--- config.mk ---
export PLATFORM = sky130hd
export DESIGN_NAME = replay_ctrl
export DESIGN_NICKNAME = d
export VERILOG_FILES = /design/src/logic/qdr_replay_pkg.sv /design/src/logic/replay_ctrl.sv
export SDC_FILE = /design/constraint.sdc
export NUM_CORES = 1
export LEC_CHECK = 0
export BUFFER_PORTS_ARGS = -buffer_cell sky130_fd_sc_hd__buf_2
export CAP_MARGIN = 20
export CORE_ASPECT_RATIO = 0.5
export CORE_MARGIN = 2
export CORE_UTILIZATION = 25
export CTS_BUF_LIST = sky130_fd_sc_hd__clkbuf_4
export DETAILED_ROUTE_END_ITERATION = 10
export PLACE_DENSITY_LB_ADDON = 0.2
export SYNTH_ARGS = -nofsm -noshare
export SYNTH_HDL_FRONTEND = slang
export SYNTH_SLANG_ARGS = --single-unit
export TNS_END_PERCENT = 100
--- constraint.sdc ---
create_clock -name clk_i -period 3.15 [get_ports clk_i]
set_input_delay 0.1575 -clock clk_i [delete_from_list [all_inputs] [get_ports clk_i]]
set_output_delay 0.1575 -clock clk_i [all_outputs]
set_load 0.03 [all_outputs]
--- src/logic/qdr_replay_pkg.sv ---
package qdr_replay_pkg;

   // Stream data width and its byte-enable width
   localparam int DATA_W = 64;
   localparam int KEEP_W = DATA_W / 8;

   // Memory read latency in cycles, from read command to returned word
   localparam int RD_LATENCY = 2;

   // Width of the replay pass count
   localparam int COUNT_W = 16;

   // One stream beat, stored as one memory word
   typedef struct packed {
      logic [DATA_W-1:0] data;
      logic [KEEP_W-1:0] keep;
      logic              last;
   } beat_t;

   // Controller states
   // Capture is open, beats are written in arrival order
   // Stored holds a closed capture and waits for a replay request
   // Replay reads the stored beats back once per pass
   typedef enum logic [1:0] {
      ST_CAPTURE,
      ST_STORED,
      ST_REPLAY
   } ctrl_state_e;

endpackage

--- src/logic/replay_ctrl.sv ---
`timescale 1ns/1ps

module replay_ctrl #(
   parameter int ADDR_W = 10
) (
   input  logic                               clk_i,
   input  logic                               rst_n_i,
   input  logic                               s_valid_i,
   output logic                               s_ready_o,
   input  qdr_replay_pkg::beat_t              s_beat_i,
   input  logic                               sw_rst_i,
   input  logic                               wr_done_i,
   input  logic                               start_replay_i,
   input  logic [qdr_replay_pkg::COUNT_W-1:0] replay_count_i,
   output logic                               wr_cmd_o,
   output logic [ADDR_W-1:0]                  wr_addr_o,
   output qdr_replay_pkg::beat_t              wr_data_o,
   output logic                               rd_cmd_o,
   output logic [ADDR_W-1:0]                  rd_addr_o,
   input  logic                               fifo_nearly_full_i,
   input  logic                               fifo_empty_i,
   output logic                               replay_busy_o
);
   import qdr_replay_pkg::*;

   localparam int IF_W = $clog2(RD_LATENCY + 1);

   ctrl_state_e           state;
   logic [ADDR_W-1:0]     wr_addr;
   logic [ADDR_W-1:0]     rd_addr;
   logic [COUNT_W-1:0]    passes_left;
   logic [RD_LATENCY-1:0] rd_sr;
   logic [IF_W-1:0]       inflight;
   logic                  busy_q;
   logic                  mem_full;
   logic                  rd_last;
   logic                  start_ok;

   // Top address is never written, so wr_addr always fits the stored length
   assign mem_full = (wr_addr == {ADDR_W{1'b1}});
   assign rd_last  = (rd_addr == wr_addr - ADDR_W'(1));
   assign start_ok = (state == ST_STORED) && start_replay_i &&
                     (replay_count_i != '0) && (wr_addr != '0);

   assign s_ready_o = (state == ST_CAPTURE) && !mem_full && !sw_rst_i;
   assign wr_cmd_o  = s_valid_i & s_ready_o;
   assign wr_addr_o = wr_addr;
   assign wr_data_o = s_beat_i;

   // Reads only go out while the store FIFO has credit for them
   assign rd_cmd_o  = (state == ST_REPLAY) && !fifo_nearly_full_i;
   assign rd_addr_o = rd_addr;

   assign replay_busy_o = busy_q;

   always_ff @(posedge clk_i or negedge rst_n_i) begin
      if (!rst_n_i) begin
         state       <= ST_CAPTURE;
         wr_addr     <= '0;
         rd_addr     <= '0;
         passes_left <= '0;
      end else if (sw_rst_i) begin
         state       <= ST_CAPTURE;
         wr_addr     <= '0;
         rd_addr     <= '0;
         passes_left <= '0;
      end else begin
         case (state)
            ST_CAPTURE: begin
               if (wr_cmd_o) begin
                  wr_addr <= wr_addr + 1'b1;
               end
               if (wr_done_i) begin
                  state <= ST_STORED;
               end
            end
            ST_STORED: begin
               if (start_ok) begin
                  state       <= ST_REPLAY;
                  rd_addr     <= '0;
                  passes_left <= replay_count_i;
               end
            end
            ST_REPLAY: begin
               if (rd_cmd_o) begin
                  if (rd_last) begin
                     rd_addr     <= '0;
                     passes_left <= passes_left - 1'b1;
                     if (passes_left == COUNT_W'(1)) begin
                        state <= ST_STORED;
                     end
                  end else begin
                     rd_addr <= rd_addr + 1'b1;
                  end
               end
            end
            default: state <= ST_CAPTURE;
         endcase
      end
   end

   // Reads between command and return, tracked to know when replay has drained
   always_ff @(posedge clk_i or negedge rst_n_i) begin
      if (!rst_n_i) begin
         rd_sr    <= '0;
         inflight <= '0;
      end else begin
         rd_sr    <= {rd_sr[RD_LATENCY-2:0], rd_cmd_o};
         inflight <= inflight + IF_W'(rd_cmd_o) - IF_W'(rd_sr[RD_LATENCY-1]);
      end
   end

   always_ff @(posedge clk_i or negedge rst_n_i) begin
      if (!rst_n_i) begin
         busy_q <= 1'b0;
      end else if (start_ok && !sw_rst_i) begin
         busy_q <= 1'b1;
      end else if (state != ST_REPLAY && inflight == '0 && fifo_empty_i) begin
         busy_q <= 1'b0;
      end
   end

endmodule

Yosys cells after proc, flatten, opt, wreduce, memory -nomap -nowiden
Index checks and enable logic that the tools add are counted.
Storage, ports and cells
  bits in registers: 43
  input port bits: 97
  output and inout bits: 97
  logic and storage cells: 71
Operators by class
  add/subtract/negate cells: 6
  equal/unequal tests: 11
  muxes and demuxes: 22
  bitwise logic cells: 1
  reductions and logical operators: 24
Operators with widths (count)
  $mux 10: 7
  $mux 16: 4
  $pmux 16 s2: 1
  $add 10x1->10 const B: 2
  $pmux 10 s2: 1
  $eq 16x1->1 const B: 1
  $reduce_bool 16->1: 1
  $sub 16x1->16 const B: 1
  $mux 2: 6
  $ne 3x3->1 const B: 4
  $eq 10x10->1: 1
  $eq 10x10->1 const B: 1
  $reduce_bool 10->1: 1
  $sub 10x1->10 const B: 1
  $logic_and 1x1->1: 9
  $pmux 2 s3: 1
  $reduce_bool 2->1: 3
  $reduce_and 5->1: 1
  $logic_not 2->1: 2
  $reduce_and 4->1: 1
  $logic_not 1->1: 3
  $ne 3x2->1 const B: 1
  $reduce_and 3->1: 1
  $reduce_bool 3->1: 1
  8 further kinds: 9

Logic depth before layout (Yosys ltp)
Gate-level depths: netlist of the first run.
  depth after elaboration: 8
  gate-level depth with buffers: 13
  depth with buffers taken out: 9

Worst setup path after synthesis of the first run
Ideal clock, no wire load.
  path type: register to register
  from: register wr_addr[0] (netlist: wr_addr_o[0])
  to: register rd_addr[0] (netlist: rd_addr_o[0])
  setup time: 0.125 ns
  arrival: 2.801 ns
  required time: 3.025 ns
  setup slack: 0.224 ns
  stages on the path, launching flop included: 13
  buffers on the path: 3
  clock period less this slack: 2.926 ns
  cell sequence: dfrtp_1 > clkbuf_1 > inv_1 > ha_1 > buf_4 > or3b_1 > or4b_1 > nand4_2 > o21a_2 > nor2_2 > and3_4 > buf_6 > mux2_2
On the way
  word-level cells in the longest chain between the ends: 6
  elaborated cells between the ends (all ways): 10
  those cells by class: add/sub (1); eq/ne (2); mux (4); reduce/logical (3)
RTL lines
  start, declared: RTL line replay_ctrl.sv:29  | logic [ADDR_W-1:0] wr_addr;
  start signal, assigned: RTL line replay_ctrl.sv:71  | wr_addr <= wr_addr + 1'b1;
  $sub 10x1->10: RTL line replay_ctrl.sv:41  | assign rd_last = (rd_addr == wr_addr - ADDR_W'(1));
  $eq 10x10->1: RTL line replay_ctrl.sv:41
  $mux 10: RTL line replay_ctrl.sv:86  | if (rd_last) begin
  $mux 10: RTL line replay_ctrl.sv:85  | if (rd_cmd_o) begin
  $pmux 10 s2: RTL line replay_ctrl.sv:68  | case (state)
  $mux 10: RTL line replay_ctrl.sv:62  | end else if (sw_rst_i) begin
  end signal, assigned: RTL line replay_ctrl.sv:93  | rd_addr <= rd_addr + 1'b1;
  end, declared: RTL line replay_ctrl.sv:30  | logic [ADDR_W-1:0] rd_addr;
Several ways; a longest one is shown, not always the timed one. The select of a mux whose other input is x is not followed.
A chain may end at the register's enable or synchronous reset.

Worst setup path in the final report of the first run
  from: register wr_addr[2] (netlist: wr_addr_o[2])
  to: register passes_left[9]
On the way
  word-level cells in the longest chain between the ends: 4
  elaborated cells between the ends (all ways): 7
  those cells by class: add/sub (1); eq/ne (3); reduce/logical (3)
RTL lines
  $sub 10x1->10 or $reduce_bool 10->1 (tied branches): RTL line replay_ctrl.sv:41, replay_ctrl.sv:43
  $eq 10x10->1 or $logic_and 1x1->1 (tied branches): RTL line replay_ctrl.sv:41, replay_ctrl.sv:43
  $ne 3x3->1 (no line)
  $reduce_and 4->1 (no line) (*)
  end signal, assigned: RTL line replay_ctrl.sv:81  | passes_left <= replay_count_i;
  end signal, assigned: RTL line replay_ctrl.sv:88  | passes_left <= passes_left - 1'b1;
  end, declared: RTL line replay_ctrl.sv:31  | logic [COUNT_W-1:0] passes_left;
Mark *: on every way between the ends. The rest lies on a longest branch, timed or not.

==> results summary, run 1 <==
The cell sitting at the root of the clock tree is a clkbuf_4. The count of distinct cell types in the synthesized netlist is 55. The via count of the first global-routing pass is 2751. The die outline width came out at approximately 170 um.

The post-synth net total came out at 503. The number of levels the H-tree was split into came out at 2. STA classifies the critical path startpoint as a register. Setup violations remaining at the end of the flow were counted as 0. The total clock buffers created by CTS came out at 5. The critical path is of the register to register type. In the final timing run, aggregate negative setup slack is 0 ns. Sequential cells were found to cover 31.8% of the synthesized design area. The adder and majority cell fraction of the synthesized area came out at approximately 2.6%. The worst hold path belongs to the class primary input to register. The synthesized netlist devotes 17.1% of its cell area to compound gates. The global route total overflow is 0. On the worst path, the slowest cell contributes a delay of 0.57 ns. Buffers placed on the I/O ports in this run total 47.

From synthesis to final layout, the design area changed by -1.74%. The number of flops mapped to enable cells by yosys is 0. The critical path goes through or3b_1 > xor2_1 > a21oi_1 > nor4_1 > and4_1 > o21ai_2 > o21ai_0.

The count of buffers added by post-CTS timing repair for setup came out at 0. The effective utilization at floorplan came out at 26.1%. The die height is 86.3 um.

At the end of routability-driven placement, the weighted congestion stood at 0.770. The repair_antennas step left the layout with diodes totalling 0. The number of DRC violations after detailed-routing iteration 0 came out at 126.

The floorplan has 29 rows. The worst register-to-register path has a setup slack of 0.52 ns. The share of synthesized registers carrying an async set or reset is between 90% and 100%. Of the cells placed in the final design, the portion with a size suffix greater than 1 is 20.0%. Before antenna repair, the detailed router went through 4 iterations. After synthesis, the largest family of logic cells by area is simple AND/OR/NAND/NOR gates.

On the critical path the largest part of the delay comes from compound AO/OA/AOI/OAI gates. The synthesized area is 3390 um^2. TritonCTS built the clock tree. For this block, the via count after detailed routing is ~2.7k. The final-stage net count came out at 474. Summing the areas of all and, or, nand and nor instances in the mapped netlist gives 21.6% of the synthesized area. The standby leakage power came out at 1.48 nW. Clock skew on the completed layout was measured at 0.0124 ns.

In this run the worst path has a maximum fanout of 15. The final HPWL from detailed placement is 6800 um. The final standard cell count with taps included and fillers excluded is 540.

After Yosys synthesis, XOR and XNOR cells account for 5.69% of the synthesized area. Across the VDD grid, the largest voltage drop is 0.0884 mV. The placeable core region came out at 13000 um^2. The count of pins on the block boundary is 194.

The number of resized instances in the post-cts repair step came out at 0. Static timing analysis puts the maximum clock frequency at 380 MHz. The run finished with clean final reports. Setup repair after global routing left no endpoint under its margin.

The total instance count after detailed placement is 530. The first global-routing pass estimated 15200 um of wire. The sum of buffers and inverters on the critical path is 0. The die covers 14600 um^2.

Synthesis inferred 43 register bits. The number of antenna-violating nets in the routed design is 0. The required time reported for the critical path endpoint is 3.38 ns. The worst endpoint data arrival time is 2.86 ns.

In this run the tightest slew margin relative to its limit is 52.5%. The ratio of routed vias to standard cells is 4.96. The shortest period the worst path allows is 2.63 ns. The number of maximum-capacitance violations is 0. The critical path endpoint category is a register. The CTS sink count came out at 43. Dividing the detail-routed wire length by the instance count gives 17.3 um. The total power density per cell area came out at 377 nW/um^2. Entering global routing, the biggest net connects 44 pins.

The total track usage came out at about an eighth. The post-CTS clock slew at the launch and capture registers of the worst setup and hold paths is ~0.14 ns. On the critical path, the stage with the largest delay is an instance of o21ai_2. Each instance of the synthesized netlist takes up on average 8.49 um^2. The total routed wirelength is 9340 um. The layout has ~1.4k filler cells.

The initial antenna violation count came out at 0. At the pin with the least slew margin, the transition time is 0.712 ns. The number of instances in the synthesized netlist is 399. After synthesis, the share of cell area in mux cells is 0.924%. The total count of hold-check failures in the final report came out at 0.

The clock passes through at most 2 buffers. The final count of pins violating max slew is 0. For the worst-skew pair, the clock arrives at the later sink with an insertion delay of 0.37 ns. After layout, the worst path uses 83.5% of the clock period. The most used flip-flop cell after synthesis is dfrtp_1. After detailed routing, the number of remaining DRC violations is 0.

The number of warnings reported in the yosys synthesis log is 0. The hold buffer count at CTS is 1.
==> per-stage QoR <==
stage / cell area [um^2] / worst slack, ns / total power (W) / util, % / hold WS [ns]
after floorplan: 3390 / 0.224 / 0.00105 / - / -0.138
after detailed placement: 3240 / 0.515 / 0.000989 / 25.0 / 0.315
after global routing: 3330 / 0.333 / 0.00135 / 25.7 / 0.0734
after CTS: 3300 / 0.489 / 0.00127 / 25.5 / 0.00261
final: 3330 / 0.521 / 0.00125 / 25.7 / 0.0735
after global placement: 3240 / 0.613 / 0.000991 / 25.0 / 0.315
==> power by group <==
group	switching (W)	internal (W)	leakage [nW]	total, W
combinational	0.000205	0.000135	0.874	0.000340
sequential	0.0000424	0.000597	0.579	0.000639
clock	0.000195	0.0000795	0.0285	0.000274
total	0.000442	0.000812	1.48	0.00125
==> state kept, by name, indices dropped and copies added, names as in the netlist <==
register,count
rd_sr,2
wr_addr_o,10
replay_busy_o,1
inflight,2
state,2
passes_left,16
rd_addr_o,10
==> routing by layer <==
layer | wire (um) | vias up | GRT usage (%)
li1 | - | 1290 | -
met1 | 4340 | 1279 | 17.3
met2 | 4250 | 71 | 21.5
met3 | 448 | 40 | 2.69
met4 | 289 | 0 | 6.43
met5 | 0 | - | 0
==> final timing paths <==
kind / startpoint / cells past startpoint / endpoint
max in group asynchronous: rst_n_i / 3 / rd_addr_o[5]
worst min register to register: rd_sr[0] / 0 / rd_sr[1]
worst max register to register: wr_addr_o[2] / 7 / passes_left[9]
worst min-delay path: replay_count_i[10] / 3 / passes_left[10]
worst max-delay path: wr_addr_o[2] / 7 / passes_left[9]
min in group asynchronous: rst_n_i / 2 / passes_left[15]
==> synth_stat cells, types with 2 or more instances <==
master | instances | area (um^2)
and3_1 | 6 | 37.5
o211ai_1 | 7 | 52.6
mux2i_1 | 2 | 20.0
a21o_1 | 2 | 15.0
nor2_2 | 2 | 12.5
nor3b_1 | 2 | 15.0
nor4_1 | 12 | 75.1
nand3_1 | 7 | 35.0
or4_1 | 4 | 30.0
o22ai_1 | 6 | 37.5
nor2b_1 | 5 | 31.3
o2111a_1 | 2 | 22.5
xor2_1 | 13 | 114
nor3_1 | 20 | 100
buf_4 | 75 | 563
clkbuf_1 | 8 | 30.0
inv_1 | 10 | 37.5
nand4_1 | 6 | 37.5
nor4b_1 | 2 | 17.5
xnor2_1 | 9 | 78.8
a22o_1 | 9 | 78.8
o31ai_1 | 3 | 22.5
a22oi_1 | 3 | 22.5
a31oi_1 | 2 | 12.5
ha_1 | 7 | 87.6
dfrtp_1 | 43 | 1080
and4_1 | 2 | 17.5
nand2_1 | 25 | 93.8
nor2_1 | 31 | 116
o41ai_1 | 5 | 43.8
o21ai_0 | 14 | 70.1
a31o_2 | 2 | 17.5
a21oi_1 | 18 | 90.1
buf_2 | 8 | 40.0
and2_1 | 2 | 12.5
nand2b_1 | 4 | 25.0
o311ai_0 | 3 | 26.3
==> cells in the final DEF, fill, tap and decap left out, drive strengths merged, types with 9 or more instances in the layout <==
cell type	count
xnor2	9
o21ai	16
dfrtp	43
nor3	21
inv	10
xor2	13
buf	56
nor4	13
a22o	9
nor2	33
nand2	25
a21oi	18
==> area by class of cell <==
class / count / area (um^2) / area share, %
clock inverters: 2 / 8.76 / 0.263
inverters: 10 / 37.5 / 1.13
multi-input cells: 252 / 1620 / 48.7
flip-flops and latches: 43 / 1080 / 32.3
repair buffers: 58 / 335 / 10.1
clock buffers: 5 / 37.5 / 1.13
well taps: 170 / 213 / 6.39
==> cell families (layout without fill, tap and decap cells) <==
group	after synthesis	in the layout
and+or+nand+nor	136	136
buffers and inverters	104	75
AOI/OAI and AO/OA	84	84
DFF	43	43
xor gates and xnor gates	22	22
adders and majority gates	7	7
muxes	3	3
==> worst register-to-register path, stage by stage, from the launching register on <==
cell     delay [ns]
dfrtp_1        0.55
or3b_1         0.48
xor2_1         0.18
a21oi_1        0.18
nor4_1         0.08
and4_1         0.23
o21ai_2        0.57
o21ai_0        0.22
(Power assumes the default switching activity.)
==> inputs of run 2 (changes only) <==
Settings changed: ABC_AREA set to 1.
Clock period 3.15 ns to 2.75 ns, I/O delays scaled along.
==> run 2 against run 1 <==
Clock skew is 0.0022 ns lower. Global-route usage increased by 0.13 points. Clock-buffer cell count is 1 higher. Via count is 20% higher. Register-to-register slack worse by 0.09 ns. Sequential share of layout area down 2.9 points. Largest cell class unchanged. Final area increased by 9.7%. Sequential power up 44%. Highest routed layer unchanged.
==> results summary, run 2 <==
The root buffer cell is clkbuf_4. The repair_antennas step left the layout with diodes totalling 0. Summing the areas of all compound-gate instances in the mapped netlist gives just over 8% of the synthesized area.

The required time reported for the critical path endpoint is 2.61 ns. The number of levels the H-tree was split into came out at 2. The run finished with clean final reports. The class of the worst hold path is primary input to register.

After detailed routing, the average wire length per cell comes to roughly 14 um. The count of buffers added on input and output ports is 47. In this run the power density over the cells is 654 nW/um^2.

The global routing usage on met2 is ~22%. The die outline width is 176 um. For this run, the number of Yosys warnings is 0. After the flow finishes, the layout carries non-filler instances totaling 738.

The number of optimization iterations in the first detailed-route pass came out at 4. In the synthesized netlist the dominant register cell turns out to be dfrtp_1. The total count of hold-check failures in the final report came to 0. Gates resized during post-CTS repair numbered 0.

The clock tree skew after final layout came out at 0.0102 ns. The register with the most flip-flops in the layout has 16 of them. The tree built by TritonCTS fans out to 43 sinks. Once detail routing completed, the nets flagged for antenna violations numbered 0.

The synthesized netlist devotes 2.36% of its cell area to adder and majority cells. The total track usage is 13.5%. The number of remaining DRC errors came out at 0.

The worst IR drop on VDD is 0.183 mV. Compared with the post-synthesis result, the final layout area differs by -1.65%. The number of DRC violations after detailed-routing iteration 0 came out at ~120. The first global-routing pass estimated around 17000 um of wire.

By area, the combinational part of the netlist is dominated by simple AND/OR/NAND/NOR gates. The initial antenna violation count came out at 0. Global routing consumed, on the met3 layer, 3.17% of the routing resources.

The total routed wirelength came out at 10400 um. The share of Yosys cell area claimed by the top area cell type came out at 29.0%. After synthesis the netlist holds a flip-flop and latch count of 43. The post-CTS clock slew at the launch and capture registers of the worst setup and hold paths is around 0.14 ns. By area the synthesized netlist is led by dfrtp_1 (29%), nand2_1 (15%), buf_4 (15%). The worst setup path is captured at a primary output.

The most congested layer reported by global routing is met2. The final-stage net count came out at 643. Including well taps, the total number of placed cells is 728. passes_left holds more flip-flops than any other register. Leaving out fill and tap cells, the most frequent cell in the layout is nand2_1.

The fraction of final layout cells with drive strength greater than 1 is 14.1%. TritonCTS built the clock tree. The worst endpoint data arrival time is 2.19 ns. The global route total overflow came out at 0. The via count of the first global-routing pass came out at about 3.2k. Max-cap violations in this run came to 0. Synthesis handed over a netlist of 566 instances. The largest area contributor in the netlist is dfrtp_1. The maximum clock frequency came out at 429 MHz. The number of core rows is 31. In this run the deepest clock path goes through 2 buffers. The hold buffer count at CTS is 1. The delay of the slowest critical-path stage came out at about 0.43 ns. Walking the worst path, the cells encountered are ha_1 > nand2_1 > nor2_2 > nand4_1 > o21ai_1 > nor2_1 > nand2_2 > inv_1 > buf_2. The final count of pins violating max slew is 0.

The ratio of routed vias to standard cells came out at 4.36. The die covers 15900 um^2. In this run the post-CTS setup repair buffer count came out at 0. The met1 track demand over resource in global routing is 17.1%. The count of vias placed by the detailed router came out at roughly 3.2k.

The average cell area after synthesis came out at 6.56 um^2. The final HPWL from detailed placement is between 7000 and 8000 um. The maximum number of pins on one net before global-route repair is 44. The final setup TNS is 0 ns. Clock tree synthesis inserted a total of 5 buffers. The standby leakage power came out at 1.86 nW. The synthesized netlist contains 33 unique library cells. After synthesis, flip-flops and latches occupy 29.0% of the total area.

The share of synthesized registers carrying an async set or reset is 100%. The area fraction in and, or, nand and nor cells after synthesis is around a third. nand2_1 is the most common cell in the netlist.

The xor and xnor area share after synthesis came out at 2.59%. The post-synth net total came out at 670. By count the netlist is led by nand2_1 (151), nor2_1 (89), buf_4 (74). Leaving out fill and tap cells, the most frequent cells in the layout are nand2_1 (151), nor2_1 (89), inv_1 (54).

The largest fanout on the critical path is 5. For the finished layout, the period the worst path requires is approximately 2.3 ns. Setup repair after global routing left no endpoint under its margin. The number of flops mapped to enable cells by yosys is 0.

The mux contribution to synthesized area is 0%. On the critical path, the stage with the largest delay is an instance of dfrtp_1. The critical path start-end classification is register to primary output. The count of pins on the block boundary came out at about 190. The final weighted congestion in routability-driven placement is 0.800. The placeable core region is 14500 um^2. The final period utilization is 84.7%. The synthesized area is 3710 um^2. STA classifies the critical path startpoint as a register. The clock insertion delay at the later pin of the skew report came out at 0.38 ns. The worst slew margin relative to its limit came out at 68.4%.

The effective utilization at floorplan came out at 25.6%. The number of setup violations in the final report is 0. The slew at the pin closest to its max-slew limit came out at 0.474 ns. From bottom edge to top edge, the die measures between 90 and 100 um.
run 2: cell count changes after synthesis, sizes merged, moves of 6 or more:
cell	delta
a21oi	-9
a22o	-9
and3	-6
inv	+50
nand2	+132
nand3	+33
nor2	+60
nor3	-15
nor4	-12
o21ai	+15
xnor2	-6
run 2: logic make-up (layout without fill, tap and decap cells):
logic type,after synthesis,count (layout)
XOR/XNOR,11,11
flip-flops,43,43
buffers and inverters,145,119
AO/OA/AOI/OAI,53,53
adder cells (fa/ha/maj),7,7
AND/OR/NAND/NOR,307,307
run 2: critical path: cells and delay by family, from the launching register on:
family          cells  cell delay [ns]
compound gates      1             0.21
fa+ha+maj           1             0.18
buf+inv             2             0.32
flops               1             0.43
simple gates        5             0.67
run 2: path summary, 6_finish.rpt:
| kind | startpoint | to | slack [ns] | depth (start not counted) |
|---|---|---|---|---|
| worst max register to register | wr_addr_o[0] | passes_left[8] | 0.43 | 12 |
| worst min register to register | rd_sr[0] | rd_sr[1] | 0.37 | 0 |
| worst max-delay path | wr_addr_o[0] | wr_cmd_o | 0.42 | 9 |
| worst min-delay path | fifo_nearly_full_i | rd_sr[0] | 0.006 | 2 |
| min in group asynchronous | rst_n_i | wr_addr_o[3] | 0.21 | 2 |
| max in group asynchronous | rst_n_i | passes_left[2] | 2.04 | 3 |
run 2: area by class of cell:
class	count	area, um^2
Clock buffer	6	45.0
Clock inverter	2	7.51
Fill cell	1691	10900
Inverter	60	225
Multi-Input combinational cell	378	1770
Sequential cell	43	1080
Tap cell	198	248
Timing Repair Buffer	51	280
run 2: through the flow:
step | instance area, um^2 | util, % | setup slack [ns] | hold slack, ns | total power (W)
floorplan | 3710 | - | 0.498 | -0.158 | 0.00200
global placement | 3570 | 24.6 | 0.482 | 0.275 | 0.00206
detailed placement | 3570 | 24.6 | 0.454 | 0.275 | 0.00207
CTS | 3630 | 25.0 | 0.375 | 0.00989 | 0.00242
global route | 3650 | 25.2 | 0.166 | 0.0123 | 0.00263
finish | 3650 | 25.2 | 0.421 | 0.00649 | 0.00239
run 2: report_power, final:
group | internal [W] | switching, W | total, W | leakage (nW)
registers | 0.000764 | 0.000154 | 0.000918 | 0.576
logic | 0.000360 | 0.000775 | 0.00113 | 1.25
clock network | 0.000105 | 0.000231 | 0.000336 | 0.0307
total | 0.00123 | 0.00116 | 0.00239 | 1.86
run 2: routing by layer:
layer	part of all wire [%]	vias to the layer above
met4	3.1	0
met3	6.3	48
met1	45	1445
met5	0	-
li1	-	1643
met2	45	82
